[config.mk]
export PLATFORM = sky130hd
export DESIGN_NAME = cnn_top
export DESIGN_NICKNAME = d
export VERILOG_FILES = /design/src/verilog/cnn_pkg.sv /design/src/verilog/cnn_top.sv /design/src/verilog/cnn_wr_pack.sv /design/src/verilog/cnn_mac.sv /design/src/verilog/cnn_rd_chan.sv /design/src/verilog/cnn_ctrl.sv
export VERILOG_INCLUDE_DIRS = /design/src /design/src/verilog
export SDC_FILE = /design/constraint.sdc
export NUM_CORES = 2
export LEC_CHECK = 0
export ABC_CLOCK_PERIOD_IN_PS = 14200
export BUFFER_PORTS_ARGS = -buffer_cell sky130_fd_sc_hd__buf_2
export CAP_MARGIN = 20
export CORE_MARGIN = 1
export CORE_UTILIZATION = 55
export CTS_CLUSTER_DIAMETER = 60
export DETAILED_ROUTE_END_ITERATION = 10
export PLACE_DENSITY = 0.77
export SYNTH_ARGS = -nofsm -noshare
export SYNTH_HDL_FRONTEND = slang
export SYNTH_SLANG_ARGS = --single-unit
[constraint.sdc]
create_clock -name clk -period 14.2 [get_ports clk]
set_input_delay 2.84 -clock clk [delete_from_list [all_inputs] [get_ports clk]]
set_output_delay 2.84 -clock clk [all_outputs]
set_load 0.1 [all_outputs]
[src/verilog/cnn_cfg.svh]
// Convolution engine sizes: address, data bus, size field, kernel and picture limits
`ifndef CNN_CFG_SVH
`define CNN_CFG_SVH

// ==========================================================================
// Memory buses
// ==========================================================================
`define CNN_ADDR_W    19              // Byte address width
`define CNN_DATA_W    32              // Read and write data bus width
`define CNN_SIZE_W    3               // Size field, byte count 0 to 4

// ==========================================================================
// Kernel and picture
// ==========================================================================
`define CNN_DP_DEPTH  4               // Dot product lanes, kernel rows and columns
`define CNN_WR_BYTES  4               // Result bytes per write word
`define CNN_DIM_W     5               // Picture rows and columns up to 16

`endif
[src/verilog/cnn_pkg.sv]
// Convolution engine package: pixel, weight, row, row index and accumulator types
package cnn_pkg;

`include "cnn_cfg.svh"

  typedef logic        [7:0] pix_t;   // Unsigned picture byte
  typedef logic signed [7:0] wgt_t;   // Signed kernel byte

  // Element 0 sits at the lowest byte address
  typedef pix_t [`CNN_DP_DEPTH-1:0] pix_row_t;
  typedef wgt_t [`CNN_DP_DEPTH-1:0] wgt_row_t;

  typedef logic [$clog2(`CNN_DP_DEPTH)-1:0] krow_t;  // Kernel or picture row in a window

  typedef logic signed [31:0] acc_t;  // Accumulator and bias

endpackage

[src/verilog/cnn_top.sv]
// Convolution engine top level: controller, pixel and kernel read channels, MAC, write packer
`timescale 1ns/1ns
`include "cnn_cfg.svh"

module cnn_top
  import cnn_pkg::*;
(
  input  logic                    clk,
  input  logic                    rst_n,
  // Software side
  input  logic                    go,
  input  logic [`CNN_ADDR_W-1:0]  addr_bias,
  input  logic [`CNN_ADDR_W-1:0]  addr_x,
  input  logic [`CNN_ADDR_W-1:0]  addr_y,
  input  logic [`CNN_ADDR_W-1:0]  addr_z,
  input  logic [`CNN_DIM_W-1:0]   x_m,
  input  logic [`CNN_DIM_W-1:0]   x_n,
  output logic                    busy,
  output logic                    done,
  // Picture read port
  output logic                    pic_req,
  output logic [`CNN_ADDR_W-1:0]  pic_addr,
  output logic [`CNN_SIZE_W-1:0]  pic_size,
  input  logic                    pic_valid,
  input  logic [`CNN_DATA_W-1:0]  pic_data,
  // Kernel and bias read port
  output logic                    wgt_req,
  output logic [`CNN_ADDR_W-1:0]  wgt_addr,
  output logic [`CNN_SIZE_W-1:0]  wgt_size,
  input  logic                    wgt_valid,
  input  logic [`CNN_DATA_W-1:0]  wgt_data,
  // Result write port
  output logic                    wr_req,
  output logic [`CNN_ADDR_W-1:0]  wr_addr,
  output logic [`CNN_DATA_W-1:0]  wr_data,
  output logic [`CNN_SIZE_W-1:0]  wr_size,
  input  logic                    wr_ack
);

  logic                   pic_start, wgt_start;
  logic [`CNN_ADDR_W-1:0] pic_rd_addr, wgt_rd_addr;
  logic                   pic_vld, wgt_vld;
  pix_row_t               pic_row;
  wgt_row_t               wgt_row;
  logic                   bias_sel;
  krow_t                  krow;
  logic                   win_last;
  pix_t                   res_byte;
  logic                   res_vld;
  logic                   wr_busy, flush, flushed;

  cnn_ctrl u_ctrl (
    .clk        (clk),
    .rst_n      (rst_n),
    .go         (go),
    .addr_bias  (addr_bias),
    .addr_x     (addr_x),
    .addr_y     (addr_y),
    .x_m        (x_m),
    .x_n        (x_n),
    .pic_start  (pic_start),
    .pic_addr_o (pic_rd_addr),
    .wgt_start  (wgt_start),
    .wgt_addr_o (wgt_rd_addr),
    .pic_vld    (pic_vld),
    .wgt_vld    (wgt_vld),
    .bias_sel   (bias_sel),
    .krow       (krow),
    .win_last   (win_last),
    .wr_busy    (wr_busy),
    .flush      (flush),
    .flushed    (flushed),
    .busy       (busy),
    .done       (done)
  );

  cnn_rd_chan #(.elem_t(pix_t)) u_pic_chan (
    .clk      (clk),
    .rst_n    (rst_n),
    .start    (pic_start),
    .addr     (pic_rd_addr),
    .req      (pic_req),
    .mem_addr (pic_addr),
    .size     (pic_size),
    .valid    (pic_valid),
    .mem_data (pic_data),
    .data     (pic_row),
    .vld      (pic_vld)
  );

  cnn_rd_chan #(.elem_t(wgt_t)) u_wgt_chan (
    .clk      (clk),
    .rst_n    (rst_n),
    .start    (wgt_start),
    .addr     (wgt_rd_addr),
    .req      (wgt_req),
    .mem_addr (wgt_addr),
    .size     (wgt_size),
    .valid    (wgt_valid),
    .mem_data (wgt_data),
    .data     (wgt_row),
    .vld      (wgt_vld)
  );

  cnn_mac u_mac (
    .clk      (clk),
    .rst_n    (rst_n),
    .wgt_row  (wgt_row),
    .wgt_vld  (wgt_vld),
    .bias_sel (bias_sel),
    .krow     (krow),
    .pic_row  (pic_row),
    .pic_vld  (pic_vld),
    .win_last (win_last),
    .res_byte (res_byte),
    .res_vld  (res_vld)
  );

  cnn_wr_pack u_wr_pack (
    .clk      (clk),
    .rst_n    (rst_n),
    .go       (go),
    .addr_z   (addr_z),
    .res_byte (res_byte),
    .res_vld  (res_vld),
    .flush    (flush),
    .wr_busy  (wr_busy),
    .flushed  (flushed),
    .wr_req   (wr_req),
    .wr_addr  (wr_addr),
    .wr_data  (wr_data),
    .wr_size  (wr_size),
    .wr_ack   (wr_ack)
  );

endmodule

[src/verilog/cnn_wr_pack.sv]
// Result write packer: byte packing into words, write requests, final partial flush
`timescale 1ns/1ns
`include "cnn_cfg.svh"

module cnn_wr_pack
  import cnn_pkg::*;
(
  input  logic                    clk,
  input  logic                    rst_n,
  input  logic                    go,
  input  logic [`CNN_ADDR_W-1:0]  addr_z,
  input  pix_t                    res_byte,
  input  logic                    res_vld,
  input  logic                    flush,
  output logic                    wr_busy,
  output logic                    flushed,
  output logic                    wr_req,
  output logic [`CNN_ADDR_W-1:0]  wr_addr,
  output logic [`CNN_DATA_W-1:0]  wr_data,
  output logic [`CNN_SIZE_W-1:0]  wr_size,
  input  logic                    wr_ack
);

  localparam logic [`CNN_SIZE_W-1:0] FULL = `CNN_SIZE_W'(`CNN_WR_BYTES);

  logic                   active;         // From go until flushed
  logic                   fin;            // Pending word is the flushed one
  logic [`CNN_SIZE_W-1:0] cnt;            // Bytes in the word
  logic [`CNN_DATA_W-1:0] word;
  logic                   start, cap_full;

  assign start    = go && !active;
  assign cap_full = res_vld && (cnt == FULL - 1'b1);
  assign wr_busy  = wr_req || cap_full;
  assign wr_data  = word;

  always_ff @(posedge clk or negedge rst_n)
  begin
    if (!rst_n)
    begin
      active  <= 1'b0;
      fin     <= 1'b0;
      cnt     <= '0;
      wr_req  <= 1'b0;
      flushed <= 1'b0;
    end
    else
    begin
      flushed <= 1'b0;
      if (start)
      begin
        active <= 1'b1;
        fin    <= 1'b0;
        cnt    <= '0;
      end
      else if (wr_ack)
      begin
        wr_req <= 1'b0;
        cnt    <= '0;
        if (fin)
        begin
          fin     <= 1'b0;
          flushed <= 1'b1;
          active  <= 1'b0;
        end
      end
      else
      begin
        if (res_vld)
          cnt <= cnt + 1'b1;
        if (cap_full)
          wr_req <= 1'b1;
        if (flush)
        begin
          if (cnt == '0)
          begin
            flushed <= 1'b1;              // Nothing left to write
            active  <= 1'b0;
          end
          else
          begin
            wr_req <= 1'b1;
            fin    <= 1'b1;
          end
        end
      end
    end
  end

  // ==========================================================================
  // Word, address and size
  // ==========================================================================
  always_ff @(posedge clk)
  begin
    if (start)
    begin
      word    <= '0;
      wr_addr <= addr_z;
    end
    else if (wr_ack)
    begin
      word    <= '0;                      // Unused bytes of a partial word stay zero
      wr_addr <= wr_addr + `CNN_ADDR_W'(`CNN_WR_BYTES);
    end
    else
    begin
      if (res_vld)
        word[8*int'(cnt) +: 8] <= res_byte;  // First result in the low byte
      if (cap_full)
        wr_size <= FULL;
      if (flush)
        wr_size <= cnt;
    end
  end

endmodule

[src/verilog/cnn_mac.sv]
// Convolution MAC: kernel and bias storage, 4-lane dot product, accumulation, bias and clipping
`timescale 1ns/1ns
`include "cnn_cfg.svh"

module cnn_mac
  import cnn_pkg::*;
(
  input  logic      clk,
  input  logic      rst_n,
  input  wgt_row_t  wgt_row,
  input  logic      wgt_vld,
  input  logic      bias_sel,
  input  krow_t     krow,
  input  pix_row_t  pic_row,
  input  logic      pic_vld,
  input  logic      win_last,
  output pix_t      res_byte,
  output logic      res_vld
);

  wgt_row_t kern [`CNN_DP_DEPTH];
  acc_t     bias_q;
  acc_t     acc_q;
  acc_t     dp, acc_nxt, sum;
  pix_t     clip;

  // ==========================================================================
  // Dot product and activation
  // ==========================================================================
  always_comb
  begin
    dp = '0;
    for (int i = 0; i < `CNN_DP_DEPTH; i++)
      dp = dp + acc_t'($signed({1'b0, pic_row[i]})) * acc_t'($signed(kern[krow][i]));
    acc_nxt = ((krow == '0) ? acc_t'(0) : acc_q) + dp;  // Row 0 restarts the window
    sum     = acc_nxt + bias_q;
    if (sum < 0)
      clip = 8'd0;
    else if (sum > 255)
      clip = 8'd255;
    else
      clip = sum[7:0];
  end

  always_ff @(posedge clk)
  begin
    if (wgt_vld)
    begin
      if (bias_sel)
        bias_q <= acc_t'(wgt_row);        // Little endian word
      else
        kern[krow] <= wgt_row;
    end
    if (pic_vld)
      acc_q <= acc_nxt;
    if (pic_vld && win_last)
      res_byte <= clip;
  end

  always_ff @(posedge clk or negedge rst_n)
  begin
    if (!rst_n)
      res_vld <= 1'b0;
    else
      res_vld <= pic_vld && win_last;     // One cycle after the last row
  end

endmodule

[src/verilog/cnn_rd_chan.sv]
// Memory read channel: request handshake and row register, element type set by parameter
`timescale 1ns/1ns
`include "cnn_cfg.svh"

module cnn_rd_chan
  import cnn_pkg::*;
#(
  parameter type elem_t = pix_t
) (
  input  logic                         clk,
  input  logic                         rst_n,
  input  logic                         start,
  input  logic [`CNN_ADDR_W-1:0]       addr,
  output logic                         req,
  output logic [`CNN_ADDR_W-1:0]       mem_addr,
  output logic [`CNN_SIZE_W-1:0]       size,
  input  logic                         valid,
  input  logic [`CNN_DATA_W-1:0]       mem_data,
  output elem_t [`CNN_DP_DEPTH-1:0]    data,
  output logic                         vld
);

  localparam int EW = $bits(elem_t);

  assign size = `CNN_SIZE_W'(`CNN_DP_DEPTH);   // Always a full row

  always_ff @(posedge clk or negedge rst_n)
  begin
    if (!rst_n)
    begin
      req <= 1'b0;
      vld <= 1'b0;
    end
    else
    begin
      vld <= valid;
      if (start)
        req <= 1'b1;
      else if (valid)
        req <= 1'b0;                      // Low in the cycle after valid
    end
  end

  always_ff @(posedge clk)
  begin
    if (start)
      mem_addr <= addr;
    if (valid)
      for (int i = 0; i < `CNN_DP_DEPTH; i++)
        data[i] <= elem_t'(mem_data[i*EW +: EW]);  // Lowest address to element 0
  end

endmodule

[src/verilog/cnn_ctrl.sv]
// Convolution engine controller: sequencing FSM, window and row indexes, read addresses, busy, done
`timescale 1ns/1ns
`include "cnn_cfg.svh"

module cnn_ctrl
  import cnn_pkg::*;
(
  input  logic                    clk,
  input  logic                    rst_n,
  input  logic                    go,
  input  logic [`CNN_ADDR_W-1:0]  addr_bias,
  input  logic [`CNN_ADDR_W-1:0]  addr_x,
  input  logic [`CNN_ADDR_W-1:0]  addr_y,
  input  logic [`CNN_DIM_W-1:0]   x_m,
  input  logic [`CNN_DIM_W-1:0]   x_n,
  output logic                    pic_start,
  output logic [`CNN_ADDR_W-1:0]  pic_addr_o,
  output logic                    wgt_start,
  output logic [`CNN_ADDR_W-1:0]  wgt_addr_o,
  input  logic                    pic_vld,
  input  logic                    wgt_vld,
  output logic                    bias_sel,
  output krow_t                   krow,
  output logic                    win_last,
  input  logic                    wr_busy,
  output logic                    flush,
  input  logic                    flushed,
  output logic                    busy,
  output logic                    done
);

  localparam krow_t                  KLAST = krow_t'(`CNN_DP_DEPTH - 1);
  localparam logic [`CNN_DIM_W-1:0]  KDIM  = `CNN_DIM_W'(`CNN_DP_DEPTH);

  typedef enum logic [2:0] {IDLE, BIAS, KERNEL, WAIT_WR, ROWS, FLUSH, FINISH} state_t;

  state_t                 st;
  logic [`CNN_ADDR_W-1:0] ax_q, ay_q;     // Picture and kernel base addresses
  logic [`CNN_DIM_W-1:0]  xm_q, xn_q;
  logic [`CNN_DIM_W-1:0]  win_r, win_c;   // Top left corner of current window
  krow_t                  k_nxt;
  logic                   last_col, last_row;

  assign k_nxt    = krow + krow_t'(1);
  assign last_col = (win_c == xn_q - KDIM);
  assign last_row = (win_r == xm_q - KDIM);
  assign win_last = (st == ROWS) && (krow == KLAST);

  // Picture row k of the current window
  function automatic logic [`CNN_ADDR_W-1:0] pic_row_addr(input krow_t k);
    logic [`CNN_ADDR_W-1:0] row;
    row = `CNN_ADDR_W'(win_r) + `CNN_ADDR_W'(k);
    return ax_q + row * `CNN_ADDR_W'(xn_q) + `CNN_ADDR_W'(win_c);
  endfunction

  always_ff @(posedge clk)
  begin
    if (go && !busy)
    begin
      ax_q <= addr_x;
      ay_q <= addr_y;
      xm_q <= x_m;
      xn_q <= x_n;
    end
  end

  // ==========================================================================
  // Sequencing FSM
  // ==========================================================================
  always_ff @(posedge clk or negedge rst_n)
  begin
    if (!rst_n)
    begin
      st         <= IDLE;
      krow       <= '0;
      win_r      <= '0;
      win_c      <= '0;
      pic_start  <= 1'b0;
      wgt_start  <= 1'b0;
      pic_addr_o <= '0;
      wgt_addr_o <= '0;
      bias_sel   <= 1'b0;
      flush      <= 1'b0;
      busy       <= 1'b0;
      done       <= 1'b0;
    end
    else
    begin
      pic_start <= 1'b0;                  // Start, flush and done are single pulses
      wgt_start <= 1'b0;
      flush     <= 1'b0;
      done      <= 1'b0;
      case (st)
        IDLE:
          if (go && !busy)
          begin
            busy       <= 1'b1;
            bias_sel   <= 1'b1;
            wgt_start  <= 1'b1;
            wgt_addr_o <= addr_bias;      // Bias comes first over the kernel port
            krow       <= '0;
            win_r      <= '0;
            win_c      <= '0;
            st         <= BIAS;
          end
        BIAS:
          if (wgt_vld)
          begin
            bias_sel   <= 1'b0;
            wgt_start  <= 1'b1;
            wgt_addr_o <= ay_q;
            st         <= KERNEL;
          end
        KERNEL:
          if (wgt_vld)
          begin
            if (krow == KLAST)
            begin
              krow <= '0;
              st   <= WAIT_WR;
            end
            else
            begin
              krow       <= k_nxt;
              wgt_start  <= 1'b1;
              wgt_addr_o <= ay_q + `CNN_ADDR_W'(k_nxt) * `CNN_ADDR_W'(`CNN_DP_DEPTH);
            end
          end
        WAIT_WR:
          if (!wr_busy)                   // Hold off a new window while a word is pending
          begin
            pic_start  <= 1'b1;
            pic_addr_o <= pic_row_addr('0);
            st         <= ROWS;
          end
        ROWS:
          if (pic_vld)
          begin
            if (krow == KLAST)
            begin
              krow <= '0;
              if (last_col && last_row)
                st <= FLUSH;
              else if (last_col)
              begin
                win_c <= '0;
                win_r <= win_r + 1'b1;
                st    <= WAIT_WR;
              end
              else
              begin
                win_c <= win_c + 1'b1;
                st    <= WAIT_WR;
              end
            end
            else
            begin
              krow       <= k_nxt;
              pic_start  <= 1'b1;
              pic_addr_o <= pic_row_addr(k_nxt);
            end
          end
        FLUSH:
          if (!wr_busy)                   // Last byte is captured by now
          begin
            flush <= 1'b1;
            st    <= FINISH;
          end
        FINISH:
          if (flushed)
          begin
            done <= 1'b1;
            busy <= 1'b0;
            st   <= IDLE;
          end
        default:
          st <= IDLE;
      endcase
    end
  end

endmodule

==> impl_metrics.yaml <==
synthesis:
  synth.area.mux_share: 0.02917
  synthArstFlopShare: 0.1495
  synth_area_per_cell_um2: 11.09
  synthFlopType: "edfxtp_1"
  synth_edf_count: 372
  synth.yosys.seq_area_share: 0.3867
  synth_top_family_by_area: "adder cells"
  syn_area_um2: 35130
  synth-xor-area-share: 0.03814
  synthAdderAreaFrac: 0.2739
  postSynthCellCount: 3168
  synth-simple-area-share: 0.1237
  synth_compound_area_frac: 0.08874
  ys_types: 92
  ys_ff_latch: 475
  ys_warn_count: 0
sta:
  worst_pin_slew_ns: 1.076
  final-hold-violation-count: 0
  report.final.slew_viol_count: 0
  totalNegativeSetupSlack_ns: 0
  min_period_ns: 13.00
  relSlewSlack: 0.2828
  grt_setup_unrepaired: "no"
  setup-violations-final: 0
  skew_ns: 0.04585
  max_freq_mhz: 76.94
  final.period_utilization: 0.9153
global_route:
  grt_max_degree: 57
  grt_first_pass_wirelength_mm: 129.5
  grt_pass1_vias: 24154
  antenna_found_initial: 14
  grt_usage: 0.2604
  overflow: 0
layout:
  nNetsFinal: 4191
  area_delta_synth_final_pct: 12.20
  multiInputGateArea_um2: 19480
  final_util: 0.6250
  drive_gt1_frac: 0.1281
  register_area_um2: 13590
  nFillCells: 5047
cts:
  tritoncts.num_buffers: 57
  holdBufCountCts: 0
  htreeDepth: 2
  worstSkewPairLatency_ns: 0.65
  cts.sinks: 475
  clock-root-buffer: "clkbuf_16"
  cts.clk_slew.worst_paths_ns: 0.06
  clockBufferDepth: 3
  cts_tree: "done"
drt:
  drt-initial-drc-count: 1606
  wl_per_cell_um: 19.02
  via_per_inst: 5.550
  drt_first_pass_iters: 6
  via_count: 24063
  route.detailed.drc: 0
  antenna_left: 0
  wl_mm: 82.47
setup_path:
  critPathLaunch: "u_ctrl.krow[0]"
  required_ns: 14.54
  critPathSlowestCell: "fa_1"
  crit_cells: 45
  rr_endpoint: "u_mac.res_byte[7]"
  r2r_cells: 45
  critPathMaxStageDelay_ns: 0.71
  timing.setup.critical_path_class: "flip-flop to flip-flop"
  end_kind: "flip-flop"
  endpoint: "u_mac.res_byte[7]"
  crit_top_cell: "fa_1"
  cp_max_fo: 17
  cp_num_buf_inv: 7
  start_kind: "flip-flop"
  r2r-start: "u_ctrl.krow[0]"
  cpLargestDelayFamily: "adder cells"
  r2r_slack_ns: 1.20
  arrival_ns: 13.33
floorplan:
  dieHeight_um: 254.8
  io_pins: 259
  die_w_um: 254.8
  row_count: 92
  coreArea_um2: 63080
  start_util: 0.5570
  dieArea_um2: 64900
placed_design:
  gp_congestion: 0.8908
  port_buffers: 252
  dp_hpwl_mm: 62.63
flow_run:
  max-cap-violations: 0
worst_hold_path:
  hold_class: "flip-flop to flip-flop"
  hold_depth: 0
run_status:
  status: "complete, no violations"
[final cells by class]
cell class                      instances  share of cell area
Antenna cell                            7           0.0004443
Clock buffer                           81             0.04231
Clock inverter                         26            0.008538
Inverter                              475             0.04532
Multi-Input combinational cell       2148              0.4943
Sequential cell                       475              0.3448
Tap cell                              846             0.02685
Timing Repair Buffer                  278             0.03751
[worst register-to-register path, delay by kind of cell, from the launching register on]
kind,cells,cell delay (ns)
fa+ha+maj,10,4.70
compound gates,20,4.39
simple gates,6,1.22
buf+inv,7,1.16
flops,1,0.66
xor+xnor,2,0.53
[per-layer routing]
metal | global-route usage | part of all wire
met3 | 0.05021 | 0.069
met4 | 0.1117 | 0.040
met2 | 0.4303 | 0.49
met1 | 0.3349 | 0.40
met5 | 0 | 0.0010
[layout by cell type, fill, tap and decap left out, drive strengths merged, types with 42 or more instances in the layout]
cell    instances
ha            318
clkbuf         81
buf           278
nor2          163
a21o           51
dfrtp          71
inv           484
fa            282
nand3          42
nand2b         61
xnor2          95
and2          183
a21oi         143
nand2         231
edfxtp        372
xor2           51
o21ai         108
[worst min-delay path by stage]
stage                     startpoint                       to  slack [ns]
3_5_place_dp    u_ctrl.pic_addr_o[6]   u_pic_chan.mem_addr[6]        0.43
5_1_grt        u_ctrl.wgt_addr_o[15]  u_wgt_chan.mem_addr[15]        0.45
6_report        u_ctrl.pic_addr_o[6]   u_pic_chan.mem_addr[6]        0.44
2_1_floorplan  u_ctrl.pic_addr_o[13]  u_pic_chan.mem_addr[13]        0.42
3_3_place_gp   u_ctrl.pic_addr_o[12]  u_pic_chan.mem_addr[12]        0.43
4_1_cts        u_ctrl.wgt_addr_o[12]  u_wgt_chan.mem_addr[12]        0.45
[cell families (layout without fill, tap and decap cells)]
group                      count (synthesis)  in the layout
AOI/OAI and AO/OA                        479            479
and+or+nand+nor                          851            851
xor gates and xnor gates                 148            148
adders and majority gates                600            600
other                                      2             13
buffers and inverters                    549            860
muxes                                     64             64
DFF                                      475            475
[state kept, by name, summed over array words and instances, names as in the netlist, 8 cells and up]
| signal | flops |
|---|---|
| u_wr_pack.wr_addr | 19 |
| u_pic_chan.mem_addr | 19 |
| u_wr_pack.wr_data | 32 |
| u_mac.bias_q | 32 |
| u_mac.acc_q | 32 |
| u_ctrl.ax_q | 19 |
| u_pic_chan.data | 32 |
| u_wgt_chan.data | 32 |
| u_ctrl.ay_q | 19 |
| u_ctrl.wgt_addr_o | 19 |
| u_mac.res_byte | 8 |
| u_mac.kern | 128 |
| u_ctrl.pic_addr_o | 19 |
| u_wgt_chan.mem_addr | 19 |
[cell usage after synthesis, drive strengths merged (26+ instances only)]
cell | n | area share
a21oi | 143 | 0.020
ha | 318 | 0.11
dfrtp | 71 | 0.051
dfxtp | 32 | 0.018
edfxtp | 372 | 0.32
nor2 | 163 | 0.017
mux4 | 30 | 0.019
and2 | 183 | 0.033
nand2 | 231 | 0.025
nor3 | 32 | 0.0046
nand3 | 42 | 0.0060
nand2b | 61 | 0.011
fa | 282 | 0.16
nor2b | 29 | 0.0054
a21o | 51 | 0.011
inv | 475 | 0.051
mux2i | 27 | 0.0077
a31oi | 26 | 0.0046
xnor2 | 95 | 0.024
xor2 | 51 | 0.013
clkbuf | 59 | 0.0063
o21ai | 108 | 0.015
[repair_timing]
action                                  in CTS  in global routing
gates resized for setup                      0                  2
buffers inserted                             0                  4
endpoints found under the setup margin       0                  8
[metrics by stage]
step | instance area (um2) | hold WS [ns] | setup slack, ns | std cells
6_report | 39420 | 0.4444 | 1.203 | 4336
5_1_grt | 39420 | 0.4509 | 0.2240 | 4335
4_1_cts | 39340 | 0.4453 | 0.8147 | 4324
3_5_place_dp | 37340 | 0.4341 | 0.8973 | 4217
3_3_place_gp | 37330 | 0.4273 | 1.161 | 4216
2_1_floorplan | 35150 | 0.4248 | 1.808 | 3172
Power is left out: the tool's default activity adds up to more than one toggle a clock period on the data nets, which glitch-free logic cannot reach.
